`src/design/byte_lane_ram.sv`:
```
module byte_lane_ram #(
    parameter int MEM_WORDS = 256
) (
    input  logic                         clk,
    input  logic [$clog2(MEM_WORDS)-1:0] addr,
    input  logic                         we,
    input  logic [7:0]                   wdata,
    output logic [7:0]                   q
);
    // one byte of every data word
    logic [7:0] mem [MEM_WORDS];

    // write port
    always_ff @(posedge clk) begin
        if (we) begin
            mem[addr] <= wdata;
        end
    end

    // registered read returns old data on a same-address write
    always_ff @(posedge clk) begin
        q <= mem[addr];
    end

endmodule

```
`config.mk`:
```
export PLATFORM = sky130hd
export DESIGN_NAME = byte_lane_ram
export DESIGN_NICKNAME = d
export VERILOG_FILES = /design/src/design/byte_lane_ram.sv
export SDC_FILE = /design/constraint.sdc
export NUM_CORES = 2
export LEC_CHECK = 0
export ABC_AREA = 1
export BUFFER_PORTS_ARGS = -buffer_cell sky130_fd_sc_hd__buf_2
export CAP_MARGIN = 5
export CELL_PAD_IN_SITES_DETAIL_PLACEMENT = 0
export CELL_PAD_IN_SITES_GLOBAL_PLACEMENT = 1
export CORE_AREA = 2 2 464 466
export CTS_BUF_LIST = sky130_fd_sc_hd__clkbuf_8 sky130_fd_sc_hd__clkbuf_16
export CTS_CLUSTER_SIZE = 20
export DETAILED_ROUTE_END_ITERATION = 10
export DIE_AREA = 0 0 466 468
export PLACE_DENSITY_LB_ADDON = 0.1
export SLEW_MARGIN = 25
export SYNTH_ARGS = -nofsm -noshare
export SYNTH_HDL_FRONTEND = slang
export SYNTH_SLANG_ARGS = --single-unit
```
`constraint.sdc`:
```
create_clock -name clk -period 3.5 [get_ports clk]
set_clock_uncertainty 0.15 [all_clocks]
set_input_delay 0.7 -clock clk [delete_from_list [all_inputs] [get_ports clk]]
set_output_delay 0.7 -clock clk [all_outputs]
set_load 0.005 [all_outputs]
```
# ---- Word level (Yosys, flattened, before mapping)
# Memories as Yosys holds them, arrays and structs flattened. A register that Yosys moved wholly into a read port is not among the register bits.
# Cells that the tools add are included.
dict set report word_totals {
  reg_bits 0
  in_bits 18
  out_inout_bits 8
  n_memories 1
  ramBits 2048
}
# memory depth word_bits rd rd_clocked_by_memory_dff write_ports line_no
set mem_list {}
lappend mem_list {mem 256 8 1 1 1 11} ;# logic [7:0] mem [MEM_WORDS];
dict set report classes {
  n_mux 2
}
# cell count
set op_table {}
lappend op_table {{$mux 1} 2}

# ---- Logic depth before layout (Yosys ltp)
dict set report logic_depth {
  depth_word 2
  mapped_depth 15
  depth_no_buf 13
}

# ---- Worst setup path before layout
# No wires, ideal clock.
dict set report synth_path {
  kind {input port to flip-flop}
  start {input port addr[1]}
  end {memory mem[234][0] (enable)}
  t_required_ns 2.980
  setup_time_ns 0.370
  setup_slack_ns 0.810
  stages 10
  arrival_ns 2.170
  cell_sequence {buf_4 > inv_4 > nor2_8 > buf_4 > buf_4 > inv_2 > nor2_1 > nand2_1 > clkbuf_1 > nor2_1}
}
# element line_no
set synth_lines {}
lappend synth_lines {{from (decl)} 5} ;# input logic [$clog2(MEM_WORDS)-1:0] addr,
lappend synth_lines {{to (decl)} 11}
# No word-level cell before the write port.

==> flow_summary.ini <==
[status]
status = finished clean

[hold_path]
holdCritPathClass = in -> reg

[die]
die_w_um = 466
top_level_ports = 26
start_util = 0.398
num_rows = 170
dieArea_um2 = 218000
coreArea_um2 = 213000
die_h_um = 468

[placement]
dpl.hpwl_um = 161000
placedCellCount = 11027
placed_area_um2 = 92400
port_buffers = 25
pre_cts_ws_ns = -0.331
gp_congestion = 0.851

[critical_path]
rrSetupSlack_ns = 0.84
crit_cells = 14
slowest_stage = o21ai_0
startpoint = addr[2]
critPathMostFrequentCell = nand2_1
cp_cell_sequence = buf_2, inv_1, nand2_1, inv_4, buf_4, buf_4, nand2_1, nand2_1, o21ai_0, nand2_1, nor2_1, nor2_1, nor2_1, nand2_1
path_class = in -> reg
crit_fanout = 25
r2r_start = mem[179][3]$_DFFE_PP_
endpoint = q[3]$_DFF_P_
crit_family = simple AND/OR/NAND/NOR gates
arrival_ns = 3.59
cp_slowest_stage_delay_ns = 0.58
r2r_cells = 12
crit_buf_inv = 5
worstSetupEndpointType = register
r2r_end = q[3]$_DFF_P_
cp-start-kind = primary input
critical_path_required_ns = 4.07

[cts]
ctsResizeCount = 0
cts_setup_buffers = 0
clock_path_buffers = 3
clk_latency_ns = 0.87
ctsHoldBuffers = 0
cts_tree = yes
cts.clk_slew.worst_paths_ns = 0.06
cts_buffers = 219
root_buffer = clkbuf_16
htree_levels = 4
cts.sinks = 2056

[timing]
setup_tns_ns = 0
worst_slack_ns = 0.481
max-slew-margin-rel = 0.373
setup-violations-final = 0
holdWs_ns = 0.147
period_share = 0.863
grt_setup_unrepaired = false
slew_violations = 0
max_freq_mhz = 331
finalCriticalPeriod_ns = 3.02
hold_violations = 0
tightest_slew_ns = 0.936

[grt]
antenna_found_initial = 16
grt_first_pass_wirelength_um = 379000
overflow = 0
grtUsageTotal = 0.238
grt_pass1_vias = 55028
grt_start_max_net_pins = 76

[logic_synthesis]
yosys_warnings = 0
ys_seq_area_frac = 0.727
ys_types = 18
syn_inst = 8021
syn_avg_cell_area_um2 = 10.6
syn_nets = 8039
syn_area_um2 = 84900
synth_seq_cells = 2056

[finish]
fillers = 19703
syn_to_final_growth_pct = 17.0
stdcell_area_um2 = 99300
stdcell_count = 11429
drive_gt1_frac = 0.105
fin_nets = 8428

[routing]
viasPerCell = 4.95
wire_per_inst_um = 22.7
detail-route-antenna-nets = 0
drtIter0Drc = 4972
drtPass1Iterations = 5
drc = 0
num_vias = 56520
drt-total-wl_um = 259000

[flow_run]
timing.max_cap.violations = 0

[power_and_ir_drop]
p_leak_nw = 40.0
powerDensity_nw_per_um2 = 534
vdd_drop_max_v = 0.000586
[synth_stat cells]
| cell | instances | area [um2] |
|---|---|---|
| nor2_8 | 1 | 20.0 |
| edfxtp_1 | 2048 | 61500 |
| clkbuf_1 | 170 | 638 |
| a21oi_1 | 32 | 160 |
| nand3_1 | 188 | 941 |
| buf_2 | 182 | 911 |
| nand2_1 | 4770 | 17900 |
| o21ai_1 | 119 | 596 |
| buf_1 | 52 | 195 |
| inv_1 | 31 | 116 |
| nor2_1 | 361 | 1360 |
| buf_6 | 7 | 78.8 |
| inv_2 | 2 | 7.51 |
| o21ai_0 | 41 | 205 |
| nand2_4 | 1 | 11.3 |
| buf_4 | 6 | 45.0 |
| inv_4 | 2 | 12.5 |
| dfxtp_1 | 8 | 160 |
[state kept, by name, summed over array words and instances (netlist names)]
name,count
q,8
mem,2048
[cells by family after synthesis]
group                  count (synthesis)  share of synthesized area
flip-flops                          2056                      0.727
AND/OR/NAND/NOR                     5321                      0.238
buffers and inverters                452                     0.0236
AO/OA/AOI/OAI                        192                     0.0113
[cell usage in the layout, fill, tap and decap left out, types with 18 or more instances in the layout]
cell	Yosys	layout
a21oi_1	32	32
buf_12	0	102
buf_4	6	458
bufinv_16	0	18
clkbuf_16	0	224
clkinv_1	0	53
clkinv_2	0	30
edfxtp_1	2048	2048
inv_1	31	82
nand2_1	4770	4754
nand3_1	188	188
nor2_1	361	355
o21ai_0	41	41
o21ai_1	119	119
[where the power goes]
part / internal [mW] / total (mW) / switching [mW]
Sequential: 27.1 / 27.2 / 0.0520
Combinational: 0.893 / 3.33 / 2.44
Clock: 12.8 / 22.5 / 9.63
[through the flow]
stage	total power, mW	util
5_1_grt	54.7	0.465
6_report	53.0	0.465
4_1_cts	53.5	0.465
3_3_place_gp	31.1	0.433
3_5_place_dp	31.1	0.433
2_1_floorplan	29.2	-
[per-layer routing]
| metal | up-vias | wire [um] | share of wire | global-route usage |
|---|---|---|---|---|
| met4 | 0 | 6110 | 0.024 | 0.0628 |
| met2 | 1323 | 122000 | 0.47 | 0.385 |
| met5 | - | 0 | 0 | 0 |
| met3 | 297 | 12600 | 0.049 | 0.0287 |
| met1 | 27762 | 119000 | 0.46 | 0.339 |
| li1 | 27138 | - | - | - |
[how the worst min path moves through the flow]
stage	slack [ns]	startpoint	cells past startpoint	endpoint
finish	0.15	wdata[7]	1	mem[19][7]$_DFFE_PP_
floorplan	0.64	mem[106][0]$_DFFE_PP_	10	q[0]$_DFF_P_
global placement	0.80	mem[43][7]$_DFFE_PP_	10	q[7]$_DFF_P_
global route	0.11	wdata[7]	1	mem[19][7]$_DFFE_PP_
detailed placement	0.78	mem[63][3]$_DFFE_PP_	10	q[3]$_DFF_P_
CTS	0.08	wdata[7]	1	mem[22][7]$_DFFE_PP_
[area by class of cell]
| cell class | instances | area, um2 | area share |
|---|---|---|---|
| multi-input cells | 5513 | 21300 | 0.214 |
| well taps | 2838 | 3550 | 0.0358 |
| diodes | 6 | 15.0 | 0.000151 |
| clock buffers | 225 | 5620 | 0.0566 |
| inverters | 35 | 165 | 0.00166 |
| flip-flops and latches | 2056 | 61700 | 0.621 |
| clock inverters | 171 | 1270 | 0.0128 |
| repair buffers | 585 | 5710 | 0.0575 |
Note: power is estimated with default switching activity, not from simulation.
