<file path="src/design/rv32i_pkg.sv">
package rv32i_pkg;

    // rv32i major opcodes, low seven bits of the instruction
    typedef enum logic [6:0] {
        op_lui   = 7'b0110111,
        op_auipc = 7'b0010111,
        op_jal   = 7'b1101111,
        op_jalr  = 7'b1100111,
        op_br    = 7'b1100011,
        op_load  = 7'b0000011,
        op_store = 7'b0100011,
        op_imm   = 7'b0010011,
        op_reg   = 7'b0110011
    } opcode_t;

    // load widths, bit 2 marks the unsigned forms
    typedef enum logic [2:0] {
        lb  = 3'b000,
        lh  = 3'b001,
        lw  = 3'b010,
        lbu = 3'b100,
        lhu = 3'b101
    } load_funct3_t;

    typedef enum logic [2:0] {
        sb = 3'b000,
        sh = 3'b001,
        sw = 3'b010
    } store_funct3_t;

    // next-pc source for the fetch stage
    typedef enum logic [1:0] {
        pc_plus4 = 2'b00,
        alu_out  = 2'b01,
        alu_mod2 = 2'b10
    } pcmux_sel_t;

    // control bits carried down the pipe with each instruction
    typedef struct packed {
        opcode_t     opcode;
        logic [2:0]  funct3;
        logic [4:0]  rd;
        logic        load_regfile;
        pcmux_sel_t  pcmux_sel;
    } ctrl_word_t;

    // everything the execute stage hands over
    typedef struct packed {
        ctrl_word_t  ctrl;
        logic [31:0] alu;
        logic [31:0] rs2;
        logic [31:0] pc;
        logic        br_en;
    } ex_result_t;

    // per-instruction state kept past the memory stage
    typedef struct packed {
        ctrl_word_t  ctrl;
        logic [31:0] alu;
        logic [31:0] pc;
        logic        br_en;
    } stage_t;

    // register file write port
    typedef struct packed {
        logic [31:0] data;
        logic [4:0]  rd;
        logic        valid;
    } wb_t;

endpackage

</file>
<file path="src/design/mem_wb_reg.sv">
module mem_wb_reg (
    input  logic              clk,
    input  logic              rst,
    input  rv32i_pkg::stage_t stage,
    input  logic [31:0]       lane_q,
    output rv32i_pkg::wb_t    wb
);
    import rv32i_pkg::*;

    stage_t      stage_q;
    logic [1:0]  offset;
    logic [1:0]  half_off;
    logic [7:0]  sel_byte;
    logic [15:0] sel_half;
    logic [31:0] load_data;

    always_ff @(posedge clk) begin
        if (rst) begin
            stage_q <= '0;
        end else begin
            stage_q <= stage;
        end
    end

    assign offset = stage_q.alu[1:0];

    // halfword at offset 3 reads the low half, matching the enable rule
    assign half_off = (offset == 2'b11) ? 2'b00 : offset;

    assign sel_byte = lane_q[8*offset +: 8];
    assign sel_half = lane_q[8*half_off +: 16];

    // extension per load width
    always_comb begin
        case (load_funct3_t'(stage_q.ctrl.funct3))
            lb:      load_data = {{24{sel_byte[7]}}, sel_byte};
            lbu:     load_data = {24'h000000, sel_byte};
            lh:      load_data = {{16{sel_half[15]}}, sel_half};
            lhu:     load_data = {16'h0000, sel_half};
            lw:      load_data = lane_q;
            default: load_data = lane_q;
        endcase
    end

    // write-back source
    always_comb begin
        case (stage_q.ctrl.opcode)
            op_load:          wb.data = load_data;
            op_jal, op_jalr:  wb.data = stage_q.pc + 32'd4;
            default:          wb.data = stage_q.alu;
        endcase
        wb.rd    = stage_q.ctrl.rd;
        wb.valid = stage_q.ctrl.load_regfile;
    end

endmodule

</file>
<file path="config.mk">
export PLATFORM = sky130hd
export DESIGN_NAME = mem_wb_reg
export DESIGN_NICKNAME = d
export VERILOG_FILES = /design/src/design/rv32i_pkg.sv /design/src/design/mem_wb_reg.sv
export SDC_FILE = /design/constraint.sdc
export NUM_CORES = 1
export LEC_CHECK = 0
export BUFFER_PORTS_ARGS = -buffer_cell sky130_fd_sc_hd__buf_2
export CELL_PAD_IN_SITES_DETAIL_PLACEMENT = 2
export CELL_PAD_IN_SITES_GLOBAL_PLACEMENT = 2
export CORE_ASPECT_RATIO = 0.9
export CORE_MARGIN = 5
export CORE_UTILIZATION = 26
export CTS_CLUSTER_SIZE = 12
export DETAILED_ROUTE_END_ITERATION = 12
export PLACE_DENSITY_LB_ADDON = 0.1
export REMOVE_ABC_BUFFERS = 1
export SLEW_MARGIN = 15
export SYNTH_ARGS = -nofsm -noshare
export SYNTH_HDL_FRONTEND = slang
export SYNTH_SLANG_ARGS = --single-unit
</file>
<file path="constraint.sdc">
create_clock -name clk -period 1.7 [get_ports clk]
set_input_delay 0.17 -clock clk [delete_from_list [all_inputs] [get_ports clk]]
set_output_delay 0.17 -clock clk [all_outputs]
set_load 0.01 [all_outputs]
</file>
# After elaboration in Yosys (flattened, before gate mapping)
# Cells that the tools add are included.
dict set report classes {
  add_sub_neg 1
  n_mul 0
  div 0
  magnitude_cmp 0
  eq_ne 7
  n_shift 2
  mux 3
  bitwise 0
  reduce_logical 2
}
# cell count
set op_table {}
lappend op_table {{$pmux 32 s4} 1}
lappend op_table {{$pmux 32 s2} 1}
lappend op_table {{$add 32x3->32 const B} 1}
lappend op_table {{$shiftx 32x6->16} 1}
lappend op_table {{$shiftx 32x6->8} 1}
lappend op_table {{$eq 7x7->1 const B} 2}
lappend op_table {{$eq 7x2->1 const B} 1}
lappend op_table {{$eq 3x3->1 const B} 2}
lappend op_table {{$eq 3x1->1 const B} 1}
lappend op_table {{$logic_not 3->1} 1}
lappend op_table {{$eq 2x2->1 const B} 1}
lappend op_table {{$mux 2} 1}
lappend op_table {{$reduce_or 2->1} 1}
dict set report word_totals {
  reg_bits 80
  latch_bits 0
  ram_bits 0
  romBits 0
  in_bits 117
  out_inout_bits 38
  word_cells 21
  n_memories 0
}

# Logic depth before layout (Yosys ltp)
# Gate-level depths: netlist of run 1.
dict set report depth {
  word_depth 5
  mapped_depth 7
  ltp_nobuf 6
}

# Worst setup path before layout of run 1
# Ideal clock, no wire load.
dict set report synth_timing {
  path_kind {register to output}
  startpoint {register stage_q, in the netlist offset[0]}
  endpoint {output port wb[23] (netlist name)}
  arrival_time_ps 1591
  required_time_ps 1530
  setup_slack_ps -61
  stages_incl_launch_ff 6
  cell_sequence {dfxtp_1 > mux4_2 > nor2b_4 > o211ai_4 > buf_6 > o211ai_1}
}
# item line_no
set synth_rtl {}
lappend synth_rtl {{start, declared} mem_wb_reg.sv:10} ;# stage_t stage_q;
lappend synth_rtl {{start signal, assigned} mem_wb_reg.sv:21} ;# stage_q <= stage;
lappend synth_rtl {{end, declared} mem_wb_reg.sv:6} ;# output rv32i_pkg::wb_t wb

==> results of run 1 <==
==> state kept, by name (all words and copies together), names as in the netlist <==
register / flops
offset: 2
stage_q: 72
wb: 6
==> cell usage after synthesis, types with 2 or more instances <==
master,number
nor2b_1,87
dfxtp_1,80
a22oi_1,24
nand2_1,20
xnor2_1,20
o211ai_1,19
clkbuf_1,15
nand3_1,14
a21oi_1,13
o21ai_0,12
a211oi_1,11
buf_4,11
o221ai_1,11
mux2i_1,10
nor2_1,10
o22a_1,9
buf_2,8
nand4_1,8
xor2_1,8
and4_1,6
nor3_1,6
and2_1,5
and3_1,4
o22ai_1,4
a221o_1,3
buf_6,3
inv_1,3
nand2b_1,3
a221o_2,2
a221oi_1,2
mux2_2,2
mux4_2,2
==> what timing repair did <==
item,CTS,global route
endpoints found under the setup margin,32,32
resized for setup,67,62
gates cloned,1,3
buffers inserted,6,8
pin swaps,20,22
==> power groups by stage <==
stage               clock network [W]  registers [W]  logic [W]
floorplan                           0        0.00209   0.000304
global placement                    0        0.00206   0.000771
detailed placement                  0        0.00207   0.000795
CTS                           0.00201        0.00203   0.000865
global route                  0.00208        0.00204   0.000998
finish                        0.00194        0.00204   0.000924
==> worst paths after layout <==
path | startpoint | endpoint | slack [ns]
worst max-delay path | offset[0]$_SDFF_PP0_ | wb[23] | -0.55
worst min-delay path | stage[37] | stage_q[37]$_SDFF_PP0_ | 0.03
==> critical path, stage by stage, from the launching register on <==
cell,delay (ns)
dfxtp_4,0.38
mux4_2,0.52
nor2b_4,0.16
o211ai_4,0.20
buf_12,0.17
o211ai_1,0.12
buf_2,0.17
==> metrics by stage <==
stage / power (W) / utilization, % / TNS (ns)
2_1_floorplan: 0.00240 / - / -28.08
3_3_place_gp: 0.00284 / 35.2 / -4.19
3_5_place_dp: 0.00286 / 35.2 / -4.56
4_1_cts: 0.00491 / 39.1 / -15.12
5_1_grt: 0.00512 / 41.6 / -17.46
6_report: 0.00490 / 41.6 / -15.17
==> routing by layer <==
metal  part of all wire (%)  vias to the layer above  track usage [%]
li1                       -                     2093                -
met1                     44                     2147             23.8
met2                     50                      106             33.8
met3                    4.7                       17             3.77
met4                    1.3                        0             5.32
met5                      0                        -                0
==> cell families after synthesis <==
family	Yosys count	synth area share, %
simple gates	174	25.1
buf+inv	43	5.74
xor+xnor	28	5.86
mux	14	4.01
compound gates	117	20.7
fa+ha+maj	1	0.299
flops	80	38.3
==> final cells by class <==
| class | count | area [um2] | area share (%) |
|---|---|---|---|
| clock buffers | 9 | 225 | 3.39 |
| diodes | 1 | 2.50 | 0.0377 |
| flip-flops and latches | 80 | 1610 | 24.3 |
| clock inverters | 6 | 70.1 | 1.06 |
| inverters | 4 | 15.0 | 0.226 |
| repair buffers | 243 | 1690 | 25.5 |
| well taps | 207 | 259 | 3.90 |
| multi-input cells | 334 | 2760 | 41.6 |
==> impl_metrics.tcl, run 1 <==
set metrics [dict create \
    layoutNonFillerInstCount 884 \
    rows 44 \
    syn_area_um2 4190 \
    track_usage_pct 19.2 \
    irDropWorstVdd_mv 0.464 \
    initial_core_util_pct 26.2 \
    grt_setup_unrepaired "yes" \
    cts_buffer_depth 2 \
    worst_ep_arrival_time_ns 2.08 \
    vias_per_cell 4.94 \
    routed_wl_um 18600 \
    detail_route.drc_violations 0 \
    cp-start-kind "flop" \
    postLayoutCellArea_um2 6640 \
    worst_pin_slew_ns 0.393 \
    fp.dieArea_um2 18700 \
    synth_top_area_share_pct 38.3 \
    power_frac_clock_pct 39.6 \
    cts_buffers 9 \
    required_ns 1.53 \
    syn_to_final_growth_pct 58.6 \
    cap_violations 0 \
    power.static_leakage_nw 2.74 \
    grt_max_degree 81 \
    synthFlopType "dfxtp_1" \
    cts_max_level 3 \
    wl_per_cell_um 21.0 \
    io_pins 155 \
    hold_depth 2 \
    synth_area_per_cell_um2 9.16 \
    die_w_um 144 \
    dr.pass1.iters 4 \
    grt_pass1_wl_um 27200 \
    whs_ns 0.0250 \
    fin_crit_sh_pct 132 \
    fin_ws_ns -0.548 \
    yosysWarningCount 0 \
    seq_area_frac_synth_pct 38.3 \
    ant_nets 0 \
    grt.overflow.total 0 \
    postPlaceCellArea_um2 5620 \
    cts_root_buffer "clkbuf_16" \
    vias 4363 \
    finalHoldViolations 0 \
    p_switching_w 0.00132 \
    powerDensity_nw_per_um2 738 \
    layout_commonest_cell "buf_2" \
    end_kind "output port" \
    failed_checks "setup timing" \
    drive_gt1_share_pct 51.3 \
    setup_violations 32 \
    outcome "finished, violations left" \
    core_area_um2 16000 \
    dp_slack_ns -0.214 \
    cts_tree "built" \
    drt_iter0_drc 184 \
    netlist_instances 457 \
    path_clk_slew_ns 0.06 \
    routabilityCongestion 0.828 \
    dieHeight_um 130 \
    yosysTopAreaCell "dfxtp_1" \
    criticalPathCategory "reg2out" \
    grt_pass1_vias 4782 \
    max_freq_mhz 445 \
    nNetsFinal 790 \
    antenna_found_initial 1 \
    final_cell_mix "buf_2 (148), nor2b_1 (85), dfxtp_1 (74)" \
    slew_violations 0 \
    synth_edf_count 0 \
    cp_max_fo 16 \
    p_int_w 0.00357 \
    power_frac_seq_pct 41.6 \
    synth_seq_cells 80 \
    layout_min_cycle_time_ns 2.25 \
    dpl.cell_count 851 \
    fill_cells 1756 \
    postSynth.asyncResetShare_pct 0 \
    swShare_pct 27.0 \
    clock-sinks 80 \
    holdBufCountCts 0 \
    min_path_type "in2reg" \
    port_buffers 151 \
    synthTopCellsByArea "dfxtp_1 (38%), nor2b_1 (13%), a22oi_1 (4.3%)" \
    maxSlewHeadroom_pct 73.6 \
    dp_hpwl_um 13600 \
    ys_types 54 \
    comb_power_share_pct 18.9 \
]
No activity file was read; power rests on OpenSTA's default activity.
==> inputs of run 2 (changes only) <==
CELL_PAD_IN_SITES_DETAIL_PLACEMENT = 0   (was 2)
CELL_PAD_IN_SITES_GLOBAL_PLACEMENT = 1   (was 2)
CORE_UTILIZATION = 33   (was 26)
==> run 2 against run 1 <==
The flow still finishes with violations (setup timing). Clock-buffer cell count rose by 1. Sequential power barely moved. Routed wire length fell by 23%. Combinational power fell by 12%. Worst hold slack improved by 0.0045 ns. Utilization rose by 6.9 points. Critical endpoint is now wb[22]. Largest cell class unchanged. Highest routed layer is now met5.
==> impl_metrics.tcl, run 2 (synthesized netlist as in run 1, its figures left out) <==
set metrics [dict create \
    outcome "finished, violations left" \
    failed_checks "setup timing" \
    postLayoutCellArea_um2 6080 \
    fp.dieArea_um2 15000 \
    grt.overflow.total 0 \
    vias_per_cell 5.00 \
    power_frac_seq_pct 43.8 \
    grt_max_degree 81 \
    required_ns 1.53 \
    dieHeight_um 117 \
    power.static_leakage_nw 2.54 \
    utilization_pct 48.4 \
    cap_violations 0 \
    dp_slack_ns -0.331 \
    final_cell_mix "buf_2 (149), nor2b_1 (87), dfxtp_1 (74)" \
    final-seq-area_um2 1610 \
    nNetsFinal 768 \
    cts_max_level 3 \
    min_path_type "in2reg" \
    detail_route.drc_violations 0 \
    cp_max_fo 16 \
    cts_root_buffer "clkbuf_16" \
    grt_setup_unrepaired "yes" \
    power_frac_clock_pct 38.6 \
    top_layer "met5" \
    m1WireLength_um 6490 \
    cts_buffers 9 \
    drt_iter0_drc 181 \
    path_cells "mux4_2 > nor2b_4 > o211ai_4 > buf_12 > o211ai_1 > buf_2" \
    finalHoldViolations 0 \
    p_int_w 0.00339 \
    max_freq_mhz 453 \
    postPlaceCellArea_um2 5480 \
    criticalPathCategory "reg2out" \
    fin_ws_ns -0.505 \
    holdBufCountCts 0 \
    core_area_um2 12500 \
    crit_slowest_cell "mux4_2" \
    cp-start-kind "flop" \
    vias 4102 \
    clock-sinks 80 \
    swShare_pct 26.7 \
    fin_crit_sh_pct 130 \
    multiInputGateArea_um2 2550 \
    track_usage_pct 19.5 \
    routed_wl_um 14400 \
    drive_gt1_share_pct 44.3 \
    powerDensity_nw_per_um2 761 \
    comb_power_share_pct 17.6 \
    io_pins 155 \
    route.met2.wl_um 6800 \
    setup_violations 32 \
    cts_buffer_depth 2 \
    port_buffers 151 \
    grt_pass1_wl_um 22300 \
    slew_violations 0 \
    irDropWorstVdd_mv 0.567 \
    dp_hpwl_um 11000 \
    wl_met3_um 877 \
    slowest_delay_ns 0.54 \
    cts_tree "built" \
    p_switching_w 0.00123 \
    layout_commonest_cell "buf_2" \
    antenna_found_initial 1 \
    path_clk_slew_ns 0.06 \
    grt_pass1_vias 4189 \
    fill_cells 1237 \
    end_kind "output port" \
    rows 39 \
    dr.pass1.iters 4 \
    largest_reg_flops 72 \
    layout_min_cycle_time_ns 2.21 \
    worst_pin_slew_ns 0.419 \
    largest_register "stage_q" \
    syn_to_final_growth_pct 45.2 \
    initial_core_util_pct 33.4 \
    routabilityCongestion 0.838 \
    die_w_um 129 \
    worst_ep_arrival_time_ns 2.04 \
    maxSlewHeadroom_pct 71.3 \
    ant_nets 0 \
    wl_per_cell_um 17.5 \
]
-- run 2: cell types whose count changed in the layout (fill, tap and decap cells not counted), moves of 4 or more --
cell,change
buf_8,-4
a22oi_1,+9
buf_6,-8
buf_4,-8
a21oi_2,-4
a21oi_1,+4
a22oi_2,-9
-- run 2: path summary, 6_finish.rpt --
kind	start	endpoint	slack (ns)	depth (start not counted)
setup / recovery	offset[0]$_SDFF_PP0_	wb[22]	-0.51	6
hold / removal	stage[20]	stage_q[20]$_SDFF_PP0_	0.03	2
-- run 2: worst max-delay path, delay by kind of cell (launching register included) --
family | cells | cell delay, ns
mux | 1 | 0.54
flops | 1 | 0.37
compound gates | 2 | 0.28
simple gates | 1 | 0.17
buf+inv | 2 | 0.33
-- run 2: final cells by class --
class	instances	area share, %
diodes	1	0.0412
clock buffers	10	3.77
clock inverters	6	0.741
inverters	4	0.247
multi-input cells	334	41.9
flip-flops and latches	80	26.6
well taps	164	3.38
repair buffers	221	23.4
-- run 2: per-layer routing --
metal	up-vias	global-route usage, %
met1	1939	25.1
li1	2041	-
met2	106	32.3
met3	14	6.03
met4	2	4.27
met5	-	0
-- run 2: power by group through the flow --
| stage | clock network, W | logic (W) | registers (W) |
|---|---|---|---|
| finish | 0.00178 | 0.000816 | 0.00202 |
| global route | 0.00194 | 0.000895 | 0.00204 |
| CTS | 0.00184 | 0.000802 | 0.00202 |
| detailed placement | 0 | 0.000754 | 0.00206 |
| global placement | 0 | 0.000750 | 0.00206 |
| floorplan | 0 | 0.000304 | 0.00209 |
-- run 2: per-stage QoR --
step | hold WS [ns] | std cells | power (W) | TNS, ns
after floorplan | 0.242 | 418 | 0.00240 | -28.08
after global placement | 0.377 | 798 | 0.00281 | -6.68
after detailed placement | 0.382 | 798 | 0.00282 | -6.83
after CTS | 0.0169 | 818 | 0.00467 | -14.32
after global routing | 0.0174 | 819 | 0.00487 | -16.98
final | 0.0296 | 820 | 0.00462 | -14.22
-- run 2: what timing repair did --
item / 4_1_cts / 5_1_grt
buffers inserted: 3 / 1
pin swaps: 3 / 8
setup endpoints to repair: 32 / 32
cloned: 1 / 0
gates resized for setup: 43 / 19
