## src/design/rv32i_pkg.sv

```systemverilog
package rv32i_pkg;

    // rv32i major opcodes, low seven bits of the instruction
    typedef enum logic [6:0] {
        op_lui   = 7'b0110111,
        op_auipc = 7'b0010111,
        op_jal   = 7'b1101111,
        op_jalr  = 7'b1100111,
        op_br    = 7'b1100011,
        op_load  = 7'b0000011,
        op_store = 7'b0100011,
        op_imm   = 7'b0010011,
        op_reg   = 7'b0110011
    } opcode_t;

    // load widths, bit 2 marks the unsigned forms
    typedef enum logic [2:0] {
        lb  = 3'b000,
        lh  = 3'b001,
        lw  = 3'b010,
        lbu = 3'b100,
        lhu = 3'b101
    } load_funct3_t;

    typedef enum logic [2:0] {
        sb = 3'b000,
        sh = 3'b001,
        sw = 3'b010
    } store_funct3_t;

    // next-pc source for the fetch stage
    typedef enum logic [1:0] {
        pc_plus4 = 2'b00,
        alu_out  = 2'b01,
        alu_mod2 = 2'b10
    } pcmux_sel_t;

    // control bits carried down the pipe with each instruction
    typedef struct packed {
        opcode_t     opcode;
        logic [2:0]  funct3;
        logic [4:0]  rd;
        logic        load_regfile;
        pcmux_sel_t  pcmux_sel;
    } ctrl_word_t;

    // everything the execute stage hands over
    typedef struct packed {
        ctrl_word_t  ctrl;
        logic [31:0] alu;
        logic [31:0] rs2;
        logic [31:0] pc;
        logic        br_en;
    } ex_result_t;

    // per-instruction state kept past the memory stage
    typedef struct packed {
        ctrl_word_t  ctrl;
        logic [31:0] alu;
        logic [31:0] pc;
        logic        br_en;
    } stage_t;

    // register file write port
    typedef struct packed {
        logic [31:0] data;
        logic [4:0]  rd;
        logic        valid;
    } wb_t;

endpackage

```

## src/design/ex_mem_reg.sv

```systemverilog
module ex_mem_reg #(
    parameter int MEM_WORDS = 256
) (
    input  logic                         clk,
    input  logic                         rst,
    input  rv32i_pkg::ex_result_t        ex,
    output rv32i_pkg::stage_t            stage,
    output logic [3:0]                   mem_byte_enable,
    output logic                         mem_write,
    output logic [$clog2(MEM_WORDS)-1:0] word_addr,
    output logic [31:0]                  store_data,
    output rv32i_pkg::pcmux_sel_t        pcmux_sel,
    output logic                         br_taken
);
    import rv32i_pkg::*;

    localparam int ADDR_W = $clog2(MEM_WORDS);

    stage_t      stage_q;
    logic [31:0] rs2_q;
    logic [1:0]  offset;

    // offset 3 halfwords wrap back to the low half
    function automatic logic [3:0] half_enable(input logic [1:0] off);
        case (off)
            2'b00:   return 4'b0011;
            2'b01:   return 4'b0110;
            2'b10:   return 4'b1100;
            default: return 4'b0011;
        endcase
    endfunction

    function automatic logic [3:0] byte_enable(input logic [1:0] off);
        return 4'b0001 << off;
    endfunction

    always_ff @(posedge clk) begin
        if (rst) begin
            stage_q <= '0;
        end else begin
            stage_q.ctrl  <= ex.ctrl;
            stage_q.alu   <= ex.alu;
            stage_q.pc    <= ex.pc;
            stage_q.br_en <= ex.br_en;
        end
    end

    // store operand for the byte lanes
    always_ff @(posedge clk) begin
        rs2_q <= ex.rs2;
    end

    assign offset     = stage_q.alu[1:0];
    assign word_addr  = stage_q.alu[ADDR_W+1:2];
    assign mem_write  = (stage_q.ctrl.opcode == op_store);
    assign store_data = rs2_q << {offset, 3'b000};

    // byte enables decoded from the latched address of the same instruction
    always_comb begin
        mem_byte_enable = 4'b1111;
        case (stage_q.ctrl.opcode)
            op_load: begin
                case (load_funct3_t'(stage_q.ctrl.funct3))
                    lw:       mem_byte_enable = 4'b1111;
                    lh, lhu:  mem_byte_enable = half_enable(offset);
                    lb, lbu:  mem_byte_enable = byte_enable(offset);
                    default:  mem_byte_enable = 4'b1111;
                endcase
            end
            op_store: begin
                case (store_funct3_t'(stage_q.ctrl.funct3))
                    sw:      mem_byte_enable = 4'b1111;
                    sh:      mem_byte_enable = half_enable(offset);
                    sb:      mem_byte_enable = byte_enable(offset);
                    default: mem_byte_enable = 4'b1111;
                endcase
            end
            default: mem_byte_enable = 4'b1111;
        endcase
    end

    // jumps always redirect the next pc
    always_comb begin
        pcmux_sel = stage_q.ctrl.pcmux_sel;
        br_taken  = 1'b0;
        case (stage_q.ctrl.opcode)
            op_br: begin
                pcmux_sel = stage_q.br_en ? alu_out : pc_plus4;
                br_taken  = stage_q.br_en;
            end
            op_jal: begin
                pcmux_sel = alu_out;
                br_taken  = 1'b1;
            end
            op_jalr: begin
                pcmux_sel = alu_mod2;
                br_taken  = 1'b1;
            end
            default: ;
        endcase
    end

    assign stage = stage_q;

endmodule

```

## config.mk

```make
export PLATFORM = sky130hd
export DESIGN_NAME = ex_mem_reg
export DESIGN_NICKNAME = d
export VERILOG_FILES = /design/src/design/rv32i_pkg.sv /design/src/design/ex_mem_reg.sv
export SDC_FILE = /design/constraint.sdc
export NUM_CORES = 1
export LEC_CHECK = 0
export BUFFER_PORTS_ARGS = -buffer_cell sky130_fd_sc_hd__buf_4
export CAP_MARGIN = 20
export CORE_MARGIN = 2
export CORE_UTILIZATION = 41
export DETAILED_ROUTE_END_ITERATION = 6
export HOLD_SLACK_MARGIN = 0.15
export PLACE_DENSITY = 0.79
export SYNTH_ARGS = -nofsm -noshare
export SYNTH_HDL_FRONTEND = slang
export SYNTH_SLANG_ARGS = --single-unit
```

## constraint.sdc

```tcl
create_clock -name clk -period 2.3 [get_ports clk]
set_input_delay 0.345 -clock clk [delete_from_list [all_inputs] [get_ports clk]]
set_output_delay 0.345 -clock clk [all_outputs]
set_load 0.05 [all_outputs]
```

---- Word level (Yosys, flattened, before mapping) ----
Cells that the tools add are included.
storage, ports and cells
  word-level logic and storage cells ...... 32
  bits in registers ....................... 115
  bits of input ports ..................... 117
cells by class
  reduce and logical (&&, ||, !) cells .... 4
  multiplexer cells ....................... 7
  shift operators ......................... 2
  equality and inequality tests ........... 10
operators by type and width
  cell                                                                    number
  4-bit one-hot mux with 2 select lines                                   4
  32-bit by 5-bit << shifter with 32-bit output                           1
  7-bit equality test (second input constant)                             3
  7-bit by 2-bit equality test with 1-bit output (second input constant)  1
  7-bit by 6-bit equality test with 1-bit output (second input constant)  1
  3-bit equality test (second input constant)                             2
  2-bit one-hot mux with 3 select lines                                   1
  2-bit OR reduction                                                      3
  1-bit by 2-bit << shifter with 4-bit output (first input constant)      1
  3-bit by 1-bit equality test with 1-bit output (second input constant)  1
  3-bit zero test                                                         1
  2-bit by 1-bit equality test with 1-bit output (second input constant)  1
  2-bit equality test (second input constant)                             1
  1-bit one-hot mux with 2 select lines                                   1
  1-bit 2-to-1 mux                                                        1

---- Longest topological paths before layout ----
Gate-level depths: netlist of the first run.
  word-level depth ........................ 4
  gate-level depth with buffers ........... 7
  mapped depth without buffers ............ 5

---- Worst setup path before layout of the first run ----
No wires, ideal clock.
  kind .................................... flip-flop to output port
  start ................................... register stage_q, in the netlist stage[33]
  end ..................................... output mem_byte_enable[1]
  setup slack ............................. -1.527 ns
  arrival time ............................ 3.482 ns
  cell stages (with the launch flop) ...... 8
  path through ............................ dfxtp_1 > buf_2 > buf_2 > inv_1 > ha_1 > nor2b_1 > a2111oi_0 > o311ai_0
on the way
  word-level cells in the longest chain between the ends .. 4
  elaborated cells between the ends (all ways) .. 7
  classes of those cells .................. eq/ne: 2; shift: 1; mux: 4
RTL lines
  item                                                                                          RTL line                            RTL
  start: declaration                                                                            ex_mem_reg.sv:19                    stage_t stage_q;
  2-bit equality test / 2-bit by 1-bit equality test with 1-bit output (equally long branches)  ex_mem_reg.sv:25                    case (off)
  4-bit one-hot mux with 2 select lines                                                         ex_mem_reg.sv:25
  4-bit one-hot mux with 2 select lines, on equally long branches                               ex_mem_reg.sv:71, ex_mem_reg.sv:63
  4-bit one-hot mux with 2 select lines *                                                       ex_mem_reg.sv:61                    case (stage_q.ctrl.opcode)
  end: declaration                                                                              ex_mem_reg.sv:8                     output logic [3:0] mem_byte_enable,
Every way passes the cells marked *; elsewhere a longest branch is shown, timed or not.

---- Worst setup path in the final report of the first run ----
Same ends and word-level chain as after synthesis.

==> results.py, run 1 <==
metrics = {
    "timing": {
        "fin_crit_sh": 0.972,
        "drv_slew": 0,
        "period_needed_ns": 2.24,
        "maxSlewHeadroom": 0.670,
        "hold_violations": 0,
        "setup_tns_ns": 0,
        "tightest_slew_ns": 0.496,
        "finalSetupViolCount": 0,
        "worst_slack_ns": 0.0638,
        "fmax_mhz": 447,
    },
    "worst_setup_path": {
        "end_kind": "primary output",
        "critPathKind": "flip-flop to primary output",
        "worstPathMaxFanout": 4,
        "worstPathCellList": "inv_1 -> ha_4 -> nor2b_4 -> a2111oi_4 -> o311ai_4 -> buf_6",
        "required_ns": 1.96,
        "worst-path-buf-inv": 2,
        "start_kind": "flip-flop",
        "critPathSlowestCell": "dfxtp_4",
        "cp.depth": 6,
        "cp.arrival_ns": 1.89,
        "crit_path_max_incr_delay_ns": 0.36,
        "cp_top_family": "flip-flops",
    },
    "pwr": {
        "leakagePower_nw": 3.47,
        "power_w": 0.00607,
        "powerDensity_nw_per_um2": 809,
        "power_frac_comb": 0.211,
        "power_frac_clock": 0.433,
        "ir_worst_vdd_uv": 634,
        "p_sw_w": 0.00178,
        "internal_power_w": 0.00429,
        "pwr-share-seq": 0.357,
        "switching_share": 0.294,
    },
    "detailed_routing": {
        "top_layer": "met4",
        "firstDrtPassIters": 4,
        "drt-wirelength-per-cell_um": 17.4,
        "wl_met2_um": 7920,
        "ant_nets": 0,
        "detail_route.vias_per_cell": 4.65,
        "wl_um": 14200,
        "routed-via-count": 3804,
        "route.met3.wl_um": 1040,
        "drt-met1-wl_um": 4940,
        "drt_iter0_drc": 89,
        "drc": 0,
    },
    "floorplan": {
        "initial_core_util": 0.425,
        "row_count": 34,
        "core_um2": 8760,
        "die_h_um": 99.4,
        "die_x_um": 99.4,
        "ios": 248,
        "die_area_um2": 9870,
    },
    "synthesis": {
        "synth-main-ff-cell": "dfxtp_1",
        "synth_edf_count": 0,
        "syn_inst": 337,
        "yosysWarnings": 0,
        "syn-num-nets": 460,
        "syn_area_per_cell_um2": 11.1,
        "synth_seq_cells": 115,
        "synth_area_um2": 3730,
        "synth.largest_area_cell": "dfxtp_1",
        "yosysTopAreaCellShare": 0.617,
        "synth_cell_types": 26,
        "synth_area_leaders": "dfxtp_1 62%, nor2b_1 16%, mux2i_1 4.6%",
        "synthArstFlopShare": 0,
        "seq_area_frac_synth": 0.617,
    },
    "place": {
        "place_area_um2": 5650,
        "io_buffers": 247,
        "routabilityCongestion": 0.870,
        "place_inst": 670,
        "hpwl_um": 7750,
        "post-place-ws_ns": 0.374,
    },
    "layout": {
        "multi_input_area_um2": 1340,
        "layout-drive-gt1-share": 0.423,
        "n_fill_cell": 412,
        "fin_nets": 821,
        "final_cell_count_no_fill": 818,
        "syn_to_final_growth_pct": 101,
        "antenna_cells": 0,
        "design_area_um2": 7500,
        "seqCellArea_um2": 2310,
    },
    "run": {
        "max_cap_violations": 0,
    },
    "worst_hold_path": {
        "min_from": "rst",
        "min_path_cells": 2,
        "whs_endpoint": "stage[5]$_SDFF_PP0_",
        "hold_path_class": "input port to flip-flop",
    },
    "cts": {
        "cts_tree": "built",
        "cts_buffers": 17,
        "clk_pin_slew_ns": 0.06,
        "clock_sinks": 115,
        "cts_buffer_depth": 2,
        "ctsHtreeMaxLevel": 4,
        "root_buffer": "clkbuf_8",
    },
    "global_routing": {
        "grt_pass1_vias": 4154,
        "grt_pass1_wl_um": 21300,
        "antenna_found_initial": 0,
        "grt_max_degree": 48,
        "grt_overflow": 0,
        "grt.total_usage": 0.285,
    },
    "status": {
        "status": "finished clean",
    },
}
==> state kept, by name (all words and copies together) (netlist names) <==
name and flops:
rs2_q 32, stage 83
==> Yosys cell counts, types with 2 or more instances <==
| library cell | n |
|---|---|
| clkbuf_1 | 12 |
| nor3_1 | 2 |
| buf_4 | 10 |
| inv_1 | 6 |
| a21oi_1 | 9 |
| and2_1 | 8 |
| buf_2 | 3 |
| a211oi_1 | 8 |
| dfxtp_1 | 115 |
| ha_1 | 6 |
| nor2_1 | 11 |
| nor2b_1 | 96 |
| nand2_1 | 14 |
| o21ai_0 | 9 |
| mux2i_1 | 17 |
==> cell usage in the layout, fill, tap and decap left out, types with 2 or more instances in the layout <==
| cell type | count |
|---|---|
| bufinv_16 | 3 |
| inv_6 | 2 |
| a2111oi_4 | 2 |
| clkinv_4 | 4 |
| mux2i_1 | 17 |
| ha_1 | 5 |
| and2_1 | 8 |
| clkinvlp_4 | 3 |
| inv_1 | 5 |
| a211oi_1 | 8 |
| nor2b_1 | 93 |
| o21ai_0 | 9 |
| nor2b_2 | 2 |
| clkbuf_16 | 16 |
| buf_12 | 2 |
| dlygate4sd3_1 | 115 |
| buf_4 | 248 |
| buf_6 | 2 |
| a21oi_1 | 9 |
| nand2_1 | 14 |
| nor2_1 | 11 |
| dfxtp_1 | 112 |
| dfxtp_4 | 2 |
==> cell type report <==
type                       count  area share
clock inverter                14      0.0242
clock buffer                  17      0.0552
tap                          108      0.0180
multi-input combinational    190       0.179
sequential                   115       0.308
timing repair buffer         368       0.412
inverter                       6     0.00300
==> timing repair <==
| action | 4_1_cts | 5_1_grt |
|---|---|---|
| pin swaps | 1 | 3 |
| gates resized for setup | 8 | 11 |
| endpoints found under the setup margin | 10 | 27 |
| hold endpoints to repair | 115 | 0 |
| setup buffers | 0 | 2 |
| hold buffers | 115 | 0 |
==> how the worst max path moves through the flow <==
stage,start,end
after floorplan,stage[34]$_SDFF_PP0_,mem_byte_enable[1]
after global placement,stage[34]$_SDFF_PP0_,mem_byte_enable[1]
after detailed placement,stage[34]$_SDFF_PP0_,mem_byte_enable[1]
after CTS,stage[33]$_SDFF_PP0_,store_data[25]
after global routing,stage[78]$_SDFF_PP0_,mem_byte_enable[2]
final,stage[33]$_SDFF_PP0_,mem_byte_enable[1]
==> kinds of logic after synthesis <==
| kind of cell | share of synthesized area |
|---|---|
| flops | 0.617 |
| compound gates | 0.0587 |
| mux | 0.0456 |
| buf+inv | 0.0436 |
| fa+ha+maj | 0.0201 |
| simple gates | 0.214 |
==> metal layers <==
metal,global-route usage,up-vias
met2,0.552,188
met3,0.0921,29
met1,0.277,1788
li1,-,1799
met5,0,-
met4,0.109,0
==> stage by stage <==
step	hold slack (ns)	utilization
after detailed placement	0.451	0.645
after global routing	0.293	0.856
after CTS	0.280	0.849
after floorplan	0.373	-
after global placement	0.450	0.645
final	0.299	0.856
==> power groups by stage <==
stage               sequential (W)  clock, W  combinational [W]
floorplan                  0.00246         0           0.000405
global placement           0.00219         0            0.00105
detailed placement         0.00220         0            0.00107
CTS                        0.00216   0.00264            0.00124
global route               0.00217   0.00274            0.00133
finish                     0.00216   0.00263            0.00128
No activity file was read; power rests on OpenSTA's default activity.
==> inputs of run 2 (changes only) <==
==> constraint.sdc (replaced) <==
create_clock -name clk -period 2.3 [get_ports clk]
set_input_delay 0.575 -clock clk [delete_from_list [all_inputs] [get_ports clk]]
set_output_delay 0.575 -clock clk [all_outputs]
set_load 0.05 [all_outputs]
==> results.py, run 2 (same netlist as run 1, synthesis figures left out) <==
metrics = {
    "detailed_routing": {
        "routed-via-count": 3338,
        "firstDrtPassIters": 4,
        "wl_um": 12500,
        "drc": 0,
        "ant_nets": 0,
        "drt-wirelength-per-cell_um": 17.4,
        "drt_iter0_drc": 70,
        "detail_route.vias_per_cell": 4.66,
    },
    "floorplan": {
        "die_x_um": 99.4,
        "row_count": 34,
        "die_h_um": 99.4,
        "core_um2": 8760,
        "ios": 248,
        "die_area_um2": 9870,
        "initial_core_util": 0.425,
    },
    "cts": {
        "cts_buffers": 17,
        "ctsHtreeMaxLevel": 4,
        "cts_tree": "built",
        "clk_pin_slew_ns": 0.06,
        "clock_sinks": 115,
        "root_buffer": "clkbuf_8",
        "cts_buffer_depth": 2,
    },
    "timing": {
        "fin_crit_sh": 1.06,
        "drv_slew": 0,
        "period_needed_ns": 2.43,
        "hold_violations": 0,
        "finalSetupViolCount": 7,
        "tightest_slew_ns": 0.430,
        "worst_slack_ns": -0.128,
        "rsz0062_at_grt": "true",
        "fmax_mhz": 412,
        "setup_tns_ns": -0.507,
        "maxSlewHeadroom": 0.714,
    },
    "global_routing": {
        "grt_overflow": 0,
        "grt.total_usage": 0.232,
        "grt_max_degree": 53,
        "grt_pass1_vias": 3553,
        "grt_pass1_wl_um": 17700,
        "antenna_found_initial": 0,
    },
    "place": {
        "routabilityCongestion": 0.831,
        "place_area_um2": 5710,
        "hpwl_um": 7930,
        "place_inst": 672,
        "io_buffers": 247,
    },
    "status": {
        "status": "complete, but fails checks",
        "violations": "negative setup slack",
    },
    "layout": {
        "final_common_cell": "buf_4",
        "final_cell_mix": "227 x buf_4, 107 x dfxtp_1, 90 x nor2b_1",
        "fin_util": 0.790,
        "final_cell_count_no_fill": 717,
        "design_area_um2": 6920,
        "layout-drive-gt1-share": 0.608,
        "n_fill_cell": 505,
        "largest_register_ffs": 83,
        "antenna_cells": 0,
        "fin_nets": 719,
        "syn_to_final_growth_pct": 85.7,
    },
    "worst_setup_path": {
        "cp.arrival_ns": 1.85,
        "start_kind": "flip-flop",
        "end_kind": "primary output",
        "critPathKind": "flip-flop to primary output",
        "required_ns": 1.73,
        "worstPathMaxFanout": 6,
    },
    "run": {
        "max_cap_violations": 0,
    },
    "pwr": {
        "power_w": 0.00603,
        "powerDensity_nw_per_um2": 871,
        "leakagePower_nw": 3.17,
        "ir_worst_vdd_uv": 685,
    },
    "worst_hold_path": {
        "hold_path_class": "input port to flip-flop",
    },
}
[run 2: changes by cell type in the layout (fill, tap and decap cells not counted), moves of 9 or more]
cell           previous run  this run
buf_4                   248       227
dlygate4sd3_1           115         0
mux2i_1                  17         8
buf_6                     2        26
[run 2: final cells by class]
| cell class | instances | area [um2] | area share |
|---|---|---|---|
| Inverter | 6 | 22.5 | 0.00325 |
| Sequential cell | 115 | 2320 | 0.335 |
| Clock inverter | 14 | 179 | 0.0258 |
| Multi-Input combinational cell | 190 | 1600 | 0.231 |
| Timing Repair Buffer | 266 | 2240 | 0.324 |
| Tap cell | 108 | 135 | 0.0195 |
| Clock buffer | 18 | 428 | 0.0618 |
[run 2: worst max-delay path: stages, from the launching register on]
cell	delay, ns
dfxtp_1	0.35
or3_4	0.36
a2111oi_4	0.35
nand2_1	0.13
buf_6	0.17
[run 2: where the power goes]
group | total [W] | switching [W] | internal (W)
clock | 0.00263 | 0.000941 | 0.00169
combinational | 0.00123 | 0.000743 | 0.000484
sequential | 0.00217 | 0.0000684 | 0.00210
[run 2: worst paths after layout]
path | endpoint | cells after the start | from | slack, ns
max | mem_byte_enable[3] | 4 | stage[78]$_SDFF_PP0_ | -0.13
min | rs2_q[29]$_DFF_P_ | 1 | ex[62] | 0.18
[run 2: stage by stage]
stage / hold slack, ns / setup slack (ns)
4_1_cts: 0.159 / -0.206
2_1_floorplan: 0.603 / -0.176
3_3_place_gp: 0.680 / 0.242
3_5_place_dp: 0.680 / 0.206
5_1_grt: 0.160 / -0.207
6_report: 0.185 / -0.128
[run 2: timing repair]
action,CTS,global route
cloned,1,2
buffers inserted,11,1
hold buffers,0,0
resized for setup,75,42
setup endpoints to repair,37,38
pin swaps,18,9
[run 2: metal layers]
metal | track usage | share of wire
met1 | 0.229 | 0.34
met2 | 0.433 | 0.54
met3 | 0.0928 | 0.083
met4 | 0.0896 | 0.028
met5 | 0 | 0
